File: src/hw/axi_xbar_pkg.sv
// AXI4-lite crossbar definitions
package axi_xbar_pkg;

	localparam int NUM_MASTERS = 2;
	localparam int NUM_SLAVES  = 5;
	localparam int ADDR_W      = 32;
	localparam int DATA_W      = 32;

	typedef logic [ADDR_W-1:0]              addr_t;
	typedef logic [DATA_W-1:0]              data_t;
	typedef logic [DATA_W/8-1:0]            strb_t;    // One strobe per byte lane
	typedef logic [2:0]                     prot_t;
	typedef logic [$clog2(NUM_MASTERS)-1:0] mst_idx_t;
	typedef logic [$clog2(NUM_SLAVES)-1:0]  slv_idx_t;

	// Address map, index 0 first
	// A slave matches when (addr & ~mask) == use
	localparam addr_t SLV_MASK [NUM_SLAVES] = '{
		32'h0000_03FF,
		32'h0000_0001,
		32'h0000_0001,
		32'h0000_000F,
		32'h0000_0000
	};

	localparam addr_t SLV_USE [NUM_SLAVES] = '{
		32'h0000_0000,    // Low 1 KiB block
		32'h0000_0400,
		32'h0000_0408,
		32'h0000_0410,
		32'h0400_0000     // Single word far up
	};

	// Per-path arbiter states
	typedef enum logic {
		ARB_IDLE,
		ARB_BUSY
	} arb_state_e;

endpackage

File: src/hw/txn_grant_if.sv
// Arbiter to router grant link
`timescale 1ns/10ps

interface txn_grant_if;
	import axi_xbar_pkg::*;

	logic [NUM_MASTERS-1:0] req;    // One request line per master
	logic                   done;   // Response handshake of the granted master
	logic                   busy;
	mst_idx_t               grant;

	// Arbiter side
	modport arb (input req, input done, output busy, output grant);

	// Router side
	modport route (output req, output done, input busy, input grant);

endinterface

File: src/hw/slave_addr_decode.sv
// Slave address decoder
`timescale 1ns/10ps

module slave_addr_decode (
	input  axi_xbar_pkg::addr_t    addr_i,
	output logic                   hit_o,
	output axi_xbar_pkg::slv_idx_t slave_o
);
	import axi_xbar_pkg::*;

	logic [NUM_SLAVES-1:0] match;

	// Mask/use compare per map entry
	always_comb begin
		for (int i = 0; i < NUM_SLAVES; i++) begin
			match[i] = ((addr_i & ~SLV_MASK[i]) == SLV_USE[i]);
		end
	end

	// Priority encode, walked from the top so the lowest match is the last write
	always_comb begin
		hit_o   = 1'b0;
		slave_o = '0;
		for (int i = NUM_SLAVES - 1; i >= 0; i--) begin
			if (match[i]) begin
				hit_o   = 1'b1;
				slave_o = slv_idx_t'(i);
			end
		end
	end

endmodule

File: src/hw/master_arbiter.sv
// Round-robin master arbiter
`timescale 1ns/10ps

module master_arbiter (
	input logic      CLK,
	input logic      RST,
	txn_grant_if.arb gnt
);
	import axi_xbar_pkg::*;

	arb_state_e state_q;
	mst_idx_t   ptr_q;     // Master looked at while idle
	mst_idx_t   grant_q;

	// Next master in turn, wrapping after the last one
	function automatic mst_idx_t next_master(input mst_idx_t m);
		if (int'(m) == NUM_MASTERS - 1) begin
			return '0;
		end
		return m + 1'b1;
	endfunction

	always_ff @(posedge CLK) begin
		if (!RST) begin
			state_q <= ARB_IDLE;
			ptr_q   <= '0;
			grant_q <= '0;
		end else begin
			case (state_q)
				ARB_IDLE: begin
					if (gnt.req[ptr_q]) begin
						state_q <= ARB_BUSY;
						grant_q <= ptr_q;
					end else begin
						ptr_q <= next_master(ptr_q);   // Nobody here, move on
					end
				end
				ARB_BUSY: begin
					if (gnt.done) begin
						state_q <= ARB_IDLE;
						ptr_q   <= next_master(grant_q);   // Fairness
					end
				end
				default: state_q <= ARB_IDLE;
			endcase
		end
	end

	assign gnt.busy  = (state_q == ARB_BUSY);
	assign gnt.grant = grant_q;

	// Owner may not change in the middle of a transaction
	a_grant_stable: assert property (@(posedge CLK) disable iff (!RST)
		gnt.busy && !gnt.done |=> gnt.busy && $stable(gnt.grant));

	// Router only reports completion for a granted transaction
	a_no_idle_done: assert property (@(posedge CLK) disable iff (!RST)
		!gnt.busy |-> !gnt.done);

endmodule

File: src/hw/write_router.sv
// Write channel router
`timescale 1ns/10ps

module write_router (
	input  logic                                                   CLK,
	input  logic                                                   RST,
	txn_grant_if.route                                             gnt,
	input  logic [axi_xbar_pkg::NUM_MASTERS-1:0]                   m_awvalid_i,
	input  axi_xbar_pkg::addr_t [axi_xbar_pkg::NUM_MASTERS-1:0]    m_awaddr_i,
	input  axi_xbar_pkg::prot_t [axi_xbar_pkg::NUM_MASTERS-1:0]    m_awprot_i,
	input  logic [axi_xbar_pkg::NUM_MASTERS-1:0]                   m_wvalid_i,
	input  axi_xbar_pkg::data_t [axi_xbar_pkg::NUM_MASTERS-1:0]    m_wdata_i,
	input  axi_xbar_pkg::strb_t [axi_xbar_pkg::NUM_MASTERS-1:0]    m_wstrb_i,
	input  logic [axi_xbar_pkg::NUM_MASTERS-1:0]                   m_bready_i,
	output logic [axi_xbar_pkg::NUM_MASTERS-1:0]                   m_awready_o,
	output logic [axi_xbar_pkg::NUM_MASTERS-1:0]                   m_wready_o,
	output logic [axi_xbar_pkg::NUM_MASTERS-1:0]                   m_bvalid_o,
	input  logic [axi_xbar_pkg::NUM_SLAVES-1:0]                    s_awready_i,
	input  logic [axi_xbar_pkg::NUM_SLAVES-1:0]                    s_wready_i,
	input  logic [axi_xbar_pkg::NUM_SLAVES-1:0]                    s_bvalid_i,
	output logic [axi_xbar_pkg::NUM_SLAVES-1:0]                    s_awvalid_o,
	output axi_xbar_pkg::addr_t [axi_xbar_pkg::NUM_SLAVES-1:0]     s_awaddr_o,
	output axi_xbar_pkg::prot_t [axi_xbar_pkg::NUM_SLAVES-1:0]     s_awprot_o,
	output logic [axi_xbar_pkg::NUM_SLAVES-1:0]                    s_wvalid_o,
	output axi_xbar_pkg::data_t [axi_xbar_pkg::NUM_SLAVES-1:0]     s_wdata_o,
	output axi_xbar_pkg::strb_t [axi_xbar_pkg::NUM_SLAVES-1:0]     s_wstrb_o,
	output logic [axi_xbar_pkg::NUM_SLAVES-1:0]                    s_bready_o
);
	import axi_xbar_pkg::*;

	logic     hit;
	slv_idx_t slv;
	logic     done;

	// Address or data pending counts as a write request
	assign gnt.req  = m_awvalid_i | m_wvalid_i;
	assign gnt.done = done;

	slave_addr_decode u_dec (
		.addr_i  (m_awaddr_i[gnt.grant]),
		.hit_o   (hit),
		.slave_o (slv)
	);

	always_comb begin
		s_awvalid_o = '0;
		s_awaddr_o  = '0;
		s_awprot_o  = '0;
		s_wvalid_o  = '0;
		s_wdata_o   = '0;
		s_wstrb_o   = '0;
		s_bready_o  = '0;
		m_awready_o = '0;
		m_wready_o  = '0;
		m_bvalid_o  = '0;
		done        = 1'b0;
		if (gnt.busy && hit) begin
			// Forward path, granted master to decoded slave
			s_awvalid_o[slv] = m_awvalid_i[gnt.grant];
			s_awaddr_o[slv]  = m_awaddr_i[gnt.grant];
			s_awprot_o[slv]  = m_awprot_i[gnt.grant];
			s_wvalid_o[slv]  = m_wvalid_i[gnt.grant];
			s_wdata_o[slv]   = m_wdata_i[gnt.grant];
			s_wstrb_o[slv]   = m_wstrb_i[gnt.grant];
			s_bready_o[slv]  = m_bready_i[gnt.grant];
			// Return path
			m_awready_o[gnt.grant] = s_awready_i[slv];
			m_wready_o[gnt.grant]  = s_wready_i[slv];
			m_bvalid_o[gnt.grant]  = s_bvalid_i[slv];
			done = m_bready_i[gnt.grant] & s_bvalid_i[slv];   // B handshake ends it
		end
	end

	// Granted master must stay inside the address map
	a_wr_hit: assert property (@(posedge CLK) disable iff (!RST) gnt.busy |-> hit);

endmodule

File: src/hw/read_router.sv
// Read channel router
`timescale 1ns/10ps

module read_router (
	input  logic                                                   CLK,
	input  logic                                                   RST,
	txn_grant_if.route                                             gnt,
	input  logic [axi_xbar_pkg::NUM_MASTERS-1:0]                   m_arvalid_i,
	input  axi_xbar_pkg::addr_t [axi_xbar_pkg::NUM_MASTERS-1:0]    m_araddr_i,
	input  axi_xbar_pkg::prot_t [axi_xbar_pkg::NUM_MASTERS-1:0]    m_arprot_i,
	input  logic [axi_xbar_pkg::NUM_MASTERS-1:0]                   m_rready_i,
	output logic [axi_xbar_pkg::NUM_MASTERS-1:0]                   m_arready_o,
	output logic [axi_xbar_pkg::NUM_MASTERS-1:0]                   m_rvalid_o,
	output axi_xbar_pkg::data_t [axi_xbar_pkg::NUM_MASTERS-1:0]    m_rdata_o,
	input  logic [axi_xbar_pkg::NUM_SLAVES-1:0]                    s_arready_i,
	input  logic [axi_xbar_pkg::NUM_SLAVES-1:0]                    s_rvalid_i,
	input  axi_xbar_pkg::data_t [axi_xbar_pkg::NUM_SLAVES-1:0]     s_rdata_i,
	output logic [axi_xbar_pkg::NUM_SLAVES-1:0]                    s_arvalid_o,
	output axi_xbar_pkg::addr_t [axi_xbar_pkg::NUM_SLAVES-1:0]     s_araddr_o,
	output axi_xbar_pkg::prot_t [axi_xbar_pkg::NUM_SLAVES-1:0]     s_arprot_o,
	output logic [axi_xbar_pkg::NUM_SLAVES-1:0]                    s_rready_o
);
	import axi_xbar_pkg::*;

	logic     hit;
	slv_idx_t slv;
	logic     done;

	assign gnt.req  = m_arvalid_i;
	assign gnt.done = done;

	slave_addr_decode u_dec (
		.addr_i  (m_araddr_i[gnt.grant]),
		.hit_o   (hit),
		.slave_o (slv)
	);

	always_comb begin
		s_arvalid_o = '0;
		s_araddr_o  = '0;
		s_arprot_o  = '0;
		s_rready_o  = '0;
		m_arready_o = '0;
		m_rvalid_o  = '0;
		m_rdata_o   = '0;
		done        = 1'b0;
		if (gnt.busy && hit) begin
			s_arvalid_o[slv] = m_arvalid_i[gnt.grant];
			s_araddr_o[slv]  = m_araddr_i[gnt.grant];
			s_arprot_o[slv]  = m_arprot_i[gnt.grant];
			s_rready_o[slv]  = m_rready_i[gnt.grant];
			// Read data back to the owner only
			m_arready_o[gnt.grant] = s_arready_i[slv];
			m_rvalid_o[gnt.grant]  = s_rvalid_i[slv];
			m_rdata_o[gnt.grant]   = s_rdata_i[slv];
			done = m_rready_i[gnt.grant] & s_rvalid_i[slv];
		end
	end

	// Unmapped reads have no error path
	a_rd_hit: assert property (@(posedge CLK) disable iff (!RST) gnt.busy |-> hit);

endmodule

File: src/hw/axi_lite_xbar.sv
// AXI4-lite interconnect top
`timescale 1ns/10ps

module axi_lite_xbar (
	input  logic                                                   CLK,
	input  logic                                                   RST,
	// Master ports
	input  logic [axi_xbar_pkg::NUM_MASTERS-1:0]                   m_awvalid_i,
	output logic [axi_xbar_pkg::NUM_MASTERS-1:0]                   m_awready_o,
	input  axi_xbar_pkg::addr_t [axi_xbar_pkg::NUM_MASTERS-1:0]    m_awaddr_i,
	input  axi_xbar_pkg::prot_t [axi_xbar_pkg::NUM_MASTERS-1:0]    m_awprot_i,
	input  logic [axi_xbar_pkg::NUM_MASTERS-1:0]                   m_wvalid_i,
	output logic [axi_xbar_pkg::NUM_MASTERS-1:0]                   m_wready_o,
	input  axi_xbar_pkg::data_t [axi_xbar_pkg::NUM_MASTERS-1:0]    m_wdata_i,
	input  axi_xbar_pkg::strb_t [axi_xbar_pkg::NUM_MASTERS-1:0]    m_wstrb_i,
	output logic [axi_xbar_pkg::NUM_MASTERS-1:0]                   m_bvalid_o,
	input  logic [axi_xbar_pkg::NUM_MASTERS-1:0]                   m_bready_i,
	input  logic [axi_xbar_pkg::NUM_MASTERS-1:0]                   m_arvalid_i,
	output logic [axi_xbar_pkg::NUM_MASTERS-1:0]                   m_arready_o,
	input  axi_xbar_pkg::addr_t [axi_xbar_pkg::NUM_MASTERS-1:0]    m_araddr_i,
	input  axi_xbar_pkg::prot_t [axi_xbar_pkg::NUM_MASTERS-1:0]    m_arprot_i,
	output logic [axi_xbar_pkg::NUM_MASTERS-1:0]                   m_rvalid_o,
	input  logic [axi_xbar_pkg::NUM_MASTERS-1:0]                   m_rready_i,
	output axi_xbar_pkg::data_t [axi_xbar_pkg::NUM_MASTERS-1:0]    m_rdata_o,
	// Slave ports
	output logic [axi_xbar_pkg::NUM_SLAVES-1:0]                    s_awvalid_o,
	input  logic [axi_xbar_pkg::NUM_SLAVES-1:0]                    s_awready_i,
	output axi_xbar_pkg::addr_t [axi_xbar_pkg::NUM_SLAVES-1:0]     s_awaddr_o,
	output axi_xbar_pkg::prot_t [axi_xbar_pkg::NUM_SLAVES-1:0]     s_awprot_o,
	output logic [axi_xbar_pkg::NUM_SLAVES-1:0]                    s_wvalid_o,
	input  logic [axi_xbar_pkg::NUM_SLAVES-1:0]                    s_wready_i,
	output axi_xbar_pkg::data_t [axi_xbar_pkg::NUM_SLAVES-1:0]     s_wdata_o,
	output axi_xbar_pkg::strb_t [axi_xbar_pkg::NUM_SLAVES-1:0]     s_wstrb_o,
	input  logic [axi_xbar_pkg::NUM_SLAVES-1:0]                    s_bvalid_i,
	output logic [axi_xbar_pkg::NUM_SLAVES-1:0]                    s_bready_o,
	output logic [axi_xbar_pkg::NUM_SLAVES-1:0]                    s_arvalid_o,
	input  logic [axi_xbar_pkg::NUM_SLAVES-1:0]                    s_arready_i,
	output axi_xbar_pkg::addr_t [axi_xbar_pkg::NUM_SLAVES-1:0]     s_araddr_o,
	output axi_xbar_pkg::prot_t [axi_xbar_pkg::NUM_SLAVES-1:0]     s_arprot_o,
	input  logic [axi_xbar_pkg::NUM_SLAVES-1:0]                    s_rvalid_i,
	output logic [axi_xbar_pkg::NUM_SLAVES-1:0]                    s_rready_o,
	input  axi_xbar_pkg::data_t [axi_xbar_pkg::NUM_SLAVES-1:0]     s_rdata_i
);

	// Independent read and write paths
	txn_grant_if wr_grant ();
	txn_grant_if rd_grant ();

	master_arbiter u_wr_arb (.CLK(CLK), .RST(RST), .gnt(wr_grant.arb));
	master_arbiter u_rd_arb (.CLK(CLK), .RST(RST), .gnt(rd_grant.arb));

	write_router u_wr_route (
		.CLK         (CLK),
		.RST         (RST),
		.gnt         (wr_grant.route),
		.m_awvalid_i (m_awvalid_i),
		.m_awaddr_i  (m_awaddr_i),
		.m_awprot_i  (m_awprot_i),
		.m_wvalid_i  (m_wvalid_i),
		.m_wdata_i   (m_wdata_i),
		.m_wstrb_i   (m_wstrb_i),
		.m_bready_i  (m_bready_i),
		.m_awready_o (m_awready_o),
		.m_wready_o  (m_wready_o),
		.m_bvalid_o  (m_bvalid_o),
		.s_awready_i (s_awready_i),
		.s_wready_i  (s_wready_i),
		.s_bvalid_i  (s_bvalid_i),
		.s_awvalid_o (s_awvalid_o),
		.s_awaddr_o  (s_awaddr_o),
		.s_awprot_o  (s_awprot_o),
		.s_wvalid_o  (s_wvalid_o),
		.s_wdata_o   (s_wdata_o),
		.s_wstrb_o   (s_wstrb_o),
		.s_bready_o  (s_bready_o)
	);

	read_router u_rd_route (
		.CLK         (CLK),
		.RST         (RST),
		.gnt         (rd_grant.route),
		.m_arvalid_i (m_arvalid_i),
		.m_araddr_i  (m_araddr_i),
		.m_arprot_i  (m_arprot_i),
		.m_rready_i  (m_rready_i),
		.m_arready_o (m_arready_o),
		.m_rvalid_o  (m_rvalid_o),
		.m_rdata_o   (m_rdata_o),
		.s_arready_i (s_arready_i),
		.s_rvalid_i  (s_rvalid_i),
		.s_rdata_i   (s_rdata_i),
		.s_arvalid_o (s_arvalid_o),
		.s_araddr_o  (s_araddr_o),
		.s_arprot_o  (s_arprot_o),
		.s_rready_o  (s_rready_o)
	);

endmodule

File: config.mk
export PLATFORM = sky130hd
export DESIGN_NAME = axi_lite_xbar
export DESIGN_NICKNAME = d
export VERILOG_FILES = /design/src/hw/axi_xbar_pkg.sv /design/src/hw/txn_grant_if.sv /design/src/hw/slave_addr_decode.sv /design/src/hw/master_arbiter.sv /design/src/hw/write_router.sv /design/src/hw/read_router.sv /design/src/hw/axi_lite_xbar.sv
export SDC_FILE = /design/constraint.sdc
export NUM_CORES = 1
export LEC_CHECK = 0
export ABC_AREA = 1
export BUFFER_PORTS_ARGS = -buffer_cell sky130_fd_sc_hd__buf_2
export CAP_MARGIN = 20
export CELL_PAD_IN_SITES_DETAIL_PLACEMENT = 1
export CELL_PAD_IN_SITES_GLOBAL_PLACEMENT = 1
export CORE_AREA = 2 2 410 412
export DETAILED_ROUTE_END_ITERATION = 8
export DIE_AREA = 0 0 412 414
export GPL_TIMING_DRIVEN = 0
export PLACE_DENSITY = 0.32
export SLEW_MARGIN = 25
export SYNTH_ARGS = -nofsm -noshare
export SYNTH_HDL_FRONTEND = slang
export SYNTH_SLANG_ARGS = --single-unit
File: constraint.sdc
create_clock -name CLK -period 5.28 [get_ports CLK]
set_input_delay 0.528 -clock CLK [delete_from_list [all_inputs] [get_ports CLK]]
set_output_delay 0.528 -clock CLK [all_outputs]
set_load 0.05 [all_outputs]
==> results by group, run 1 <==
Place
  • Hpwl dp: 95,400 um
  • Placed Instances: 4,910
  • PortBufs: 761
  • Routability-driven placement congestion ratio: 0.787

Floorplan
  • Die height: 414 um
  • Io pins: 1,038
  • Die area: 0.171 mm2
  • Core Region: 0.166 mm2
  • Starting Density: 5.10%
  • Rows: 150
  • Die Wd: 412 um

Worst setup path
  • Crit path arrival time: 4470 ps
  • Critical path capture point type: primary output
  • Worst Setup SP: u_rd_arb.gnt.grant$_SDFFE_PN0P_
  • RR Startpoint: u_rd_arb.gnt.grant$_SDFFE_PN0P_
  • CP Max Fanout: 10
  • CP required: 4750 ps
  • Critical path class: register to primary output
  • Crit start category: register

Clocking
  • Max H-tree Level: 1
  • CTS Sinks: 6
  • CTS clk-pin slew, worst paths: 50 ps
  • Worst-Skew Late Latency: 250 ps
  • CTS tree: built
  • Root buffer cell: clkbuf_16
  • Hold Buf Count CTS: 0
  • TritonCTS buffer count: 3
  • CTS Buffer Depth: 2

Timing
  • Final hold vios: 0
  • FMAX: 200 MHz
  • Final setup fails: 0
  • Min Tclk post-route: 4990 ps
  • Hold_ws: 608 ps
  • Clk_skew: 0.190 ps
  • Worst Max-Slew Pin Slew: 1030 ps
  • Slew headroom: 31.3%
  • Slew Viols, Final: 0
  • Setup TNS: 0 ps
  • Period utilization: 94.6%

Yosys
  • Synth unique cells: 37
  • Cell Area, Synth: 0.00847 mm2
  • Main synth FF type: dfxtp_1
  • Post-Syn Instances: 1,668
  • Post-Syn Area per Cell: 5.08 um2
  • FFs w/ async S/R, synth: 0%
  • Number of flops mapped to enable cells by yosys: 0
  • Area contributors post-synth: buf_4, nand2_1, a21oi_1, nor2_1, inv_1
  • Seq cells post-synth: 6
  • Top cells by count, synth: nand2_1, buf_4, nor2_1
  • Seq/Total Area, Yosys: 1.42%
  • Area leader, netlist: buf_4
  • Count leader, synth: nand2_1
  • YS warnings: 0
  • Synth top area share: 25.5%

Detailed routing
  • DRT antenna net count: 0
  • WL/cell: 21.3 um
  • Pre-antenna DRT Iters: 5
  • Total Wirelength: 105,000 um
  • # DRC: 0
  • Vias: 14,184
  • Violation count after the first detailed-route iteration: 482
  • Detailed-route vias per instance: 2.88

Worst hold path
  • HP Class: register to register
  • HP Start: u_rd_arb.ptr_q$_SDFFE_PN0P_

Power and ir drop
  • PwrDens: 78.3 mW/mm2
  • VDD IR-drop max: 0.0673 mV
  • Design Power: 0.00128 W
  • LEAKAGE: 9.02 nW

Global route
  • Largest net degree at the start of global routing: 11
  • First-pass GRT wire length: 136,000 um
  • Total GRT Usage: 11.7%
  • Antenna violations before repair: 43
  • Global route overflow: 0
  • Vias in the first global route: 14,694

Outcome
  • Status: complete, no violations

Cells and area
  • Fraction of layout instances using a drive strength above 1: 43.8%
  • Final non-filler cell total: 4,930
  • Area Growth Syn to Fin: 93.1%
  • Final net count: 3,128

Run
  • Max cap viols: 0
==> final timing paths <==
| check | end | slack [ps] | cells after the start |
|---|---|---|---|
| setup / recovery | m_rdata_o[36] | 290 | 15 |
| setup reg to reg | u_rd_arb.ptr_q$_SDFFE_PN0P_ | 1560 | 17 |
| hold reg to reg | u_rd_arb.ptr_q$_SDFFE_PN0P_ | 610 | 4 |
| hold / removal | u_rd_arb.ptr_q$_SDFFE_PN0P_ | 610 | 4 |
==> cell type report <==
class | instances | area, um2
Sequential cell | 6 | 120
Timing Repair Buffer | 771 | 3930
Buffer | 353 | 2510
Tap cell | 2204 | 2760
Inverter | 137 | 520
Clock buffer | 3 | 75.1
Antenna cell | 9 | 22.5
Multi-Input combinational cell | 1447 | 6430
Fill cell | 20983 | 150000
==> timing repair <==
item,CTS,global route
pin swaps,3,3
gates resized for setup,6,9
setup endpoints to repair,49,19
buffers inserted,3,5
gates cloned,0,0
==> per-stage QoR <==
step	util, %	cell area, um2	worst slack, ps
3_3_place_gp	9.67	16100	-203
5_1_grt	9.83	16300	-19.6
2_1_floorplan	-	9510	1800
4_1_cts	9.78	16300	1.45
6_report	9.84	16400	286
3_5_place_dp	9.70	16100	-87.6
==> placed cells by master (no fill, tap or decap), drive strengths merged <==
cell type      synthesis  layout
nand4                 12      12
diode                  0       9
o221ai                 1       1
clkinvlp               0       1
nand3b                 8       8
clkdlybuf4s15          0       1
clkbuf                32      35
a2111oi                1       1
buf                  321    1091
conb                   1     276
nand2                486     486
inv                  137     136
o21ai                 29      29
nand3                 56      56
nor3                   8       8
a31oi                 15      15
or2                    5       5
nor3b                  1       1
o211ai                34      34
nor2                 276     276
a21oi                235     235
mux2i                  1       1
dfxtp                  6       6
o22ai                  2       2
o21bai                 1       1
==> sequential cells by signal, indices dropped and copies added (netlist names) <==
name                cells
u_wr_arb.gnt.grant      1
u_wr_arb.gnt.busy       1
u_rd_arb.gnt.grant      1
u_rd_arb.ptr_q          1
u_rd_arb.gnt.busy       1
u_wr_arb.ptr_q          1
==> worst max-delay path: stages (launching register included) <==
cell and delay (ps):
dfxtp_1 410, buf_4 210, buf_2 350, nand2_1 90, nand2_1 90, nand2_1 110
nor2_1 260, nand2_1 90, nor2_1 380, nand3_1 160, nand2_2 340, nand3b_4 240
nand2_2 200, clkbuf_1 500, nor2_1 410, buf_2 340
==> report_power, final <==
group | leakage [nW] | internal (W) | switching, W
registers | 0.0497 | 0.0000501 | 0.00000616
clock network | 0.0370 | 0.0000994 | 0.0000490
logic | 8.93 | 0.000327 | 0.000749
total | 9.02 | 0.000477 | 0.000804
==> logic make-up (layout without fill, tap and decap cells) <==
| group | after synthesis | count (layout) | synth area share, % |
|---|---|---|---|
| AND/OR/NAND/NOR | 852 | 852 | 42.7 |
| multiplexers | 1 | 1 | 0.118 |
| flip-flops | 6 | 6 | 1.42 |
| AO/OA/AOI/OAI | 318 | 318 | 20.2 |
| other | 1 | 285 | 0.0443 |
| buffers and inverters | 490 | 1264 | 35.5 |
==> per-layer routing <==
| layer | global-route usage [%] | wire length, um | vias to the layer above | part of all wire [%] |
|---|---|---|---|---|
| li1 | - | - | 6866 | - |
| met1 | 11.8 | 37100 | 6615 | 35 |
| met2 | 24.1 | 58800 | 599 | 56 |
| met3 | 3.19 | 7990 | 80 | 7.6 |
| met4 | 0.476 | 818 | 24 | 0.78 |
| met5 | 0 | 154 | - | 0.15 |
(Power assumes the default switching activity.)
==> inputs of run 2 (changes only) <==
--- a/config.mk
+++ b/config.mk
@@ -10,12 +10,13 @@
 export CAP_MARGIN = 20
 export CELL_PAD_IN_SITES_DETAIL_PLACEMENT = 1
 export CELL_PAD_IN_SITES_GLOBAL_PLACEMENT = 1
-export CORE_AREA = 2 2 410 412
+export CORE_AREA = 2 2 401 403
 export DETAILED_ROUTE_END_ITERATION = 8
-export DIE_AREA = 0 0 412 414
+export DIE_AREA = 0 0 403 405
 export GPL_TIMING_DRIVEN = 0
-export PLACE_DENSITY = 0.32
+export PLACE_DENSITY = 0.33
 export SLEW_MARGIN = 25
 export SYNTH_ARGS = -nofsm -noshare
 export SYNTH_HDL_FRONTEND = slang
+export SYNTH_HIERARCHICAL = 1
 export SYNTH_SLANG_ARGS = --single-unit
==> run 2 against run 1 <==
Synthesized cell count up 4.4%. Hold slack worse by 130 ps. Combinational power fell by 26%. First-iteration DRC count increased by 8.5%. Critical path depth grew 2. Sequential power grew 8.9%. Non-clock buffer count rose by 40. Largest power group unchanged. Highest routed layer unchanged.
==> results by group, run 2 <==
Outcome
  • Status: complete, no violations

Timing
  • Hold_ws: 482 ps
  • Final hold vios: 0
  • Worst Max-Slew Pin Slew: 1110 ps
  • FMAX: 204 MHz
  • Slew headroom: 24.0%
  • Final setup fails: 0
  • Period utilization: 92.8%
  • RSZ-0062 raised after global routing: true
  • Slew Viols, Final: 0
  • Min Tclk post-route: 4900 ps
  • Clk_skew: 0.120 ps

Worst setup path
  • Worst-path cell chain: buf_4 -> inv_1 -> or2_2 -> o21ai_1 -> buf_4 -> inv_1 -> nor2_1 -> nand4_1 -> nor2_1 -> nand2_1 -> clkinvlp_4 -> inv_2 -> nor3_4 -> nand2_8 -> buf_6 -> nor2_1 -> buf_4
  • CP Max Fanout: 10
  • Crit path arrival time: 4370 ps
  • Buf+Inv Stages, Crit Path: 8
  • Critical path class: register to primary output
  • CP required: 4750 ps
  • CP top delay family: simple AND/OR/NAND/NOR gates
  • Critical path capture point type: primary output
  • CP max-delay cell: nor3_4
  • CP peak stage delay: 360 ps
  • Crit start category: register

Cells and area
  • Final net count: 3,207
  • Fraction of layout instances using a drive strength above 1: 49.4%
  • FILL cells: 19,963
  • Most frequent cells in the layout: buf_2, nor2_1, inv_1, nand2_1, nand3_1
  • Commonest non-fill, non-tap cell in the layout: buf_2
  • Final non-filler cell total: 4,888
  • Area Growth Syn to Fin: 103%
  • Final Instance Area: 0.0166 mm2
  • Util after Layout: 10.4%

Place
  • Placed cell area: 0.0161 mm2
  • PortBufs: 1,037
  • Hpwl dp: 98,300 um
  • Routability-driven placement congestion ratio: 0.783
  • Placed Instances: 4,869

Yosys
  • Count leader, synth: nor2_1
  • Top cells by count, synth: nor2_1, inv_1, nand2_1
  • Post-Syn Area per Cell: 4.70 um2
  • Area leader, netlist: nor2_1
  • Number of flops mapped to enable cells by yosys: 0
  • Synth top area share: 28.1%
  • Area contributors post-synth: nor2_1, inv_1, nand2_1, nand3_1, o21ai_2
  • Main synth FF type: dfxtp_1
  • Syn_nets: 2,150
  • Seq cells post-synth: 6
  • YS warnings: 6
  • Post-Syn Instances: 1,741
  • Cell Area, Synth: 0.00819 mm2
  • FFs w/ async S/R, synth: 0%
  • Synth unique cells: 33
  • Seq/Total Area, Yosys: 1.47%

Worst hold path
  • HP Class: register to register

Clocking
  • CTS tree: built
  • CTS Buffer Depth: 2
  • Root buffer cell: clkbuf_16
  • Max H-tree Level: 1
  • CTS Sinks: 6
  • Worst-Skew Late Latency: 260 ps
  • TritonCTS buffer count: 3
  • CTS clk-pin slew, worst paths: 40 ps

Global route
  • First-pass GRT wire length: 143,000 um
  • Antenna violations before repair: 28
  • Vias in the first global route: 15,531
  • Global route overflow: 0
  • Largest net degree at the start of global routing: 11
  • Total GRT Usage: 12.9%

Floorplan
  • Die height: 405 um
  • Io pins: 1,038
  • Starting Density: 5.14%
  • Core Region: 0.159 mm2
  • Die Wd: 403 um
  • Rows: 147
  • Die area: 0.163 mm2

Power and ir drop
  • Sequential share of power: 6.1%
  • PwrDens: 60.4 mW/mm2
  • P_sw: 0.000584 W
  • Combinational power share: 79.4%
  • LEAKAGE: 10.0 nW
  • Net Sw Frac: 58.3%
  • Internal Power: 0.000419 W
  • VDD IR-drop max: 0.0634 mV
  • Clock network power share: 14.5%
  • Design Power: 0.00100 W

Detailed routing
  • Total Wirelength: 111,000 um
  • WL/cell: 22.6 um
  • Vias: 14,947
  • # DRC: 0
  • Pre-antenna DRT Iters: 4
  • Detailed-route vias per instance: 3.06
  • Violation count after the first detailed-route iteration: 523
  • DRT antenna net count: 0

Run
  • Max cap viols: 0
-- run 2: worst paths after layout --
| check | start | endpoint | slack, ps | cells past startpoint |
|---|---|---|---|---|
| max | u_wr_arb/gnt.grant$_SDFFE_PN0P_ | s_wstrb_o[19] | 380 | 17 |
| min reg2reg | u_wr_arb/gnt.grant$_SDFFE_PN0P_ | u_wr_arb/gnt.grant$_SDFFE_PN0P_ | 480 | 2 |
| max reg2reg | u_rd_arb/gnt.grant$_SDFFE_PN0P_ | u_rd_arb/ptr_q$_SDFFE_PN0P_ | 950 | 23 |
| min | u_wr_arb/gnt.grant$_SDFFE_PN0P_ | u_wr_arb/gnt.grant$_SDFFE_PN0P_ | 480 | 2 |
-- run 2: timing repair --
item | 4_1_cts | 5_1_grt
buffers inserted | 8 | 2
hold buffers | 0 | 0
resized for setup | 68 | 29
pin swaps | 4 | 2
endpoints found under the setup margin | 621 | 177
-- run 2: metrics by stage --
step	setup WS, ps	TNS [ps]
after CTS	0.498	0
after global placement	-1040	-296420
after floorplan	1600	0
after detailed placement	-697	-149040
after global routing	-22.2	-37.7
final	379	0
-- run 2: kinds of logic after synthesis --
kind of cell | Yosys count | share of synthesized area, %
simple gates | 1179 | 62.6
buf+inv | 439 | 23.5
compound gates | 75 | 7.32
mux | 42 | 5.13
flops | 6 | 1.47
-- run 2: routing by layer --
layer	track usage [%]	vias to the layer above	wire [um]
li1	-	7289	-
met1	13.9	7003	42100
met2	26.4	577	62000
met3	1.83	76	4490
met4	1.89	2	1980
met5	0	-	6
-- run 2: cell type report --
class	instances	area, um2	share of cell area [%]
Inverter	327	1240	7.45
Buffer	112	779	4.69
Timing Repair Buffer	1052	5400	32.5
Multi-Input combinational cell	1296	6370	38.4
Antenna cell	6	15.0	0.0904
Clock buffer	3	75.1	0.452
Sequential cell	6	121	0.731
Tap cell	2086	2610	15.7
-- run 2: tightest hold or removal path: cells and delay by family, from the launching register on --
family,cells,cell delay [ps]
flip-flops,1,320
AO/OA/AOI/OAI,1,50
AND/OR/NAND/NOR,1,60
-- run 2: power groups by stage --
stage               sequential (W)  combinational [W]  clock [W]
floorplan                0.0000585           0.000360          0
global placement         0.0000622           0.000793          0
detailed placement       0.0000622           0.000814          0
CTS                      0.0000618           0.000829   0.000159
global route             0.0000625           0.000886   0.000163
finish                   0.0000613           0.000796   0.000146
==> inputs of run 3 (changes only) <==
--- a/config.mk
+++ b/config.mk
@@ -5,7 +5,6 @@
 export SDC_FILE = /design/constraint.sdc
 export NUM_CORES = 1
 export LEC_CHECK = 0
-export ABC_AREA = 1
 export BUFFER_PORTS_ARGS = -buffer_cell sky130_fd_sc_hd__buf_2
 export CAP_MARGIN = 20
 export CELL_PAD_IN_SITES_DETAIL_PLACEMENT = 1
@@ -14,7 +13,7 @@
 export DETAILED_ROUTE_END_ITERATION = 8
 export DIE_AREA = 0 0 403 405
 export GPL_TIMING_DRIVEN = 0
-export PLACE_DENSITY = 0.33
+export PLACE_DENSITY = 0.31
 export SLEW_MARGIN = 25
 export SYNTH_ARGS = -nofsm -noshare
 export SYNTH_HDL_FRONTEND = slang
==> run 3 against run 2 <==
Critical path depth is 4 lower. First-iteration DRC count is 37% higher. Via count is 15% lower. Sequential share of layout area hardly changed. Sequential power is 7.0% lower. Largest power group unchanged. Highest routed layer unchanged.
==> results by group, run 3 <==
Power and ir drop
  • P_sw: 0.000467 W
  • LEAKAGE: 8.20 nW
  • PwrDens: 56.8 mW/mm2
  • Clock network power share: 15.7%
  • Combinational power share: 77.8%
  • Net Sw Frac: 52.5%
  • VDD IR-drop max: 0.0695 mV
  • Internal Power: 0.000423 W
  • Design Power: 0.000889 W
  • Sequential share of power: 6.4%

Outcome
  • Status: complete, no violations

Global route
  • Antenna violations before repair: 13
  • Total GRT Usage: 11.5%
  • Largest net degree at the start of global routing: 13
  • Global route overflow: 0
  • Vias in the first global route: 12,729
  • First-pass GRT wire length: 126,000 um

Clocking
  • Worst-Skew Late Latency: 240 ps
  • CTS Sinks: 6
  • Root buffer cell: clkbuf_16
  • CTS clk-pin slew, worst paths: 40 ps
  • Max H-tree Level: 1
  • CTS tree: built
  • TritonCTS buffer count: 3
  • CTS Buffer Depth: 2

Cells and area
  • Fraction of layout instances using a drive strength above 1: 60.4%
  • Area Growth Syn to Fin: 141%
  • Final net count: 2,636
  • Commonest non-fill, non-tap cell in the layout: buf_2
  • Util after Layout: 9.84%
  • Most frequent cells in the layout: buf_2, nor2_1, inv_1, mux2_2, a21oi_1

Place
  • PortBufs: 1,037
  • Routability-driven placement congestion ratio: 0.854
  • Hpwl dp: 88,300 um

Yosys
  • Cell Area, Synth: 0.00650 mm2
  • Count leader, synth: nor2_1
  • Seq/Total Area, Yosys: 1.85%
  • Synth unique cells: 43
  • Syn_nets: 1,570
  • Area contributors post-synth: nor2_1, mux2i_1, mux2_2, a21oi_1, inv_1
  • Top cells by count, synth: nor2_1, mux2i_1, a21oi_1
  • Main synth FF type: dfxtp_1
  • Seq cells post-synth: 6
  • Area leader, netlist: nor2_1
  • Synth top area share: 32.1%
  • YS warnings: 6
  • FFs w/ async S/R, synth: 0%
  • Post-Syn Instances: 1,161
  • Post-Syn Area per Cell: 5.60 um2
  • Number of flops mapped to enable cells by yosys: 0

Detailed routing
  • Pre-antenna DRT Iters: 5
  • Violation count after the first detailed-route iteration: 717
  • WL/cell: 23.2 um
  • Detailed-route vias per instance: 2.95
  • Total Wirelength: 100,000 um
  • Vias: 12,734
  • DRT antenna net count: 0
  • # DRC: 0

Floorplan
  • Core Region: 0.159 mm2
  • Die area: 0.163 mm2
  • Rows: 147
  • Io pins: 1,038
  • Die Wd: 403 um
  • Starting Density: 4.08%
  • Die height: 405 um

Worst setup path
  • Critical path class: register to primary output
  • R2R cell count: 16
  • Critical path capture point type: primary output
  • Crit path arrival time: 4600 ps
  • CP Max Fanout: 10
  • Crit start category: register
  • CP required: 4750 ps
  • Reg-to-reg endpoint: u_wr_arb/ptr_q$_SDFFE_PN0P_
  • Reg2reg setup slack: 760 ps
  • RR Startpoint: u_wr_arb/gnt.grant$_SDFFE_PN0P_

Timing
  • Min Tclk post-route: 5120 ps
  • Period utilization: 97.1%
  • Final setup fails: 0
  • Hold_ws: 492 ps
  • FMAX: 195 MHz
  • Worst Max-Slew Pin Slew: 1190 ps
  • RSZ-0062 raised after global routing: true
  • Setup TNS: 0 ps
  • Slew headroom: 18.4%
  • Slew Viols, Final: 0
  • Clk_skew: 0.182 ps
  • Final hold vios: 0

Worst hold path
  • Hold EP: u_rd_arb/ptr_q$_SDFFE_PN0P_
  • Worst hold stages: 2
  • HP Start: u_rd_arb/ptr_q$_SDFFE_PN0P_
  • HP Class: register to register

Run
  • Max cap viols: 0
==> run 3: worst max-delay path by stage <==
| stage | cells past startpoint | slack (ps) | startpoint | endpoint |
|---|---|---|---|---|
| 2_1_floorplan | 12 | 510 | u_rd_arb/gnt.grant$_SDFFE_PN0P_ | m_rdata_o[10] |
| 3_3_place_gp | 11 | -2270 | u_rd_arb/gnt.grant$_SDFFE_PN0P_ | m_rdata_o[34] |
| 3_5_place_dp | 12 | -1780 | u_wr_arb/gnt.grant$_SDFFE_PN0P_ | s_wstrb_o[5] |
| 4_1_cts | 15 | -40 | u_wr_arb/gnt.grant$_SDFFE_PN0P_ | s_wstrb_o[5] |
| 5_1_grt | 15 | -5 | u_wr_arb/gnt.grant$_SDFFE_PN0P_ | s_wdata_o[133] |
| 6_report | 13 | 160 | u_rd_arb/gnt.grant$_SDFFE_PN0P_ | m_arready_o[1] |
==> run 3: cells by family (layout without fill, tap and decap cells) <==
family / count (synthesis) / after routing / share of synthesized area (%)
flip-flops: 6 / 6 / 1.85
AND/OR/NAND/NOR: 663 / 663 / 41.8
AO/OA/AOI/OAI: 134 / 134 / 12.5
multiplexers: 187 / 187 / 30.6
other: 0 / 9 / 0
buffers and inverters: 171 / 1235 / 13.2
==> run 3: power by group through the flow <==
stage / registers (W) / logic, W / clock network (W)
after floorplan: 0.0000554 / 0.000232 / 0
after global placement: 0.0000577 / 0.000588 / 0
after detailed placement: 0.0000576 / 0.000603 / 0
after CTS: 0.0000568 / 0.000678 / 0.000152
after global routing: 0.0000578 / 0.000741 / 0.000155
final: 0.0000570 / 0.000692 / 0.000140
==> run 3: metal layers <==
metal	share of wire [%]	routed length, um	vias to the layer above	track usage (%)
met5	0.023	23	-	0
met4	2.2	2250	4	2.57
met3	6.3	6360	64	2.47
met2	48	48600	585	19.5
met1	43	43100	6144	14.7
li1	-	-	5937	-
==> run 3: critical path: stages (launching register included) <==
cell and delay [ps]:
dfxtp_1 420, buf_6 260, buf_8 270, mux2i_4 380, inv_1 120, nor4_4 440, nand3_2 270, nor4_2 370
buf_6 210, buf_2 320, mux2_2 220, a22oi_1 70, a21oi_1 540, buf_2 400
==> run 3: cell type report <==
cell class / count / area [um2]
buffer: 97 / 716
multi-input combinational: 984 / 6400
timing repair buffer: 1061 / 5450
fill: 19675 / 144000
antenna: 9 / 22.5
sequential: 6 / 120
clock buffer: 3 / 75.1
inverter: 74 / 278
tap: 2086 / 2610
==> run 3: through the flow <==
stage / cells / instance area [um2] / worst slack, ps
after global placement: 4284 / 14300 / -2270
after floorplan: 1161 / 6500 / 510
final: 4320 / 15700 / 155
after global routing: 4312 / 15700 / -5.46
after CTS: 4300 / 15300 / -35.1
after detailed placement: 4287 / 14400 / -1780
==> run 3: what timing repair did <==
action                                  4_1_cts  5_1_grt
gates resized for setup                     157       53
hold buffers                                  0        0
pin swaps                                     4        4
endpoints found under the setup margin      633      426
setup buffers                                10       11
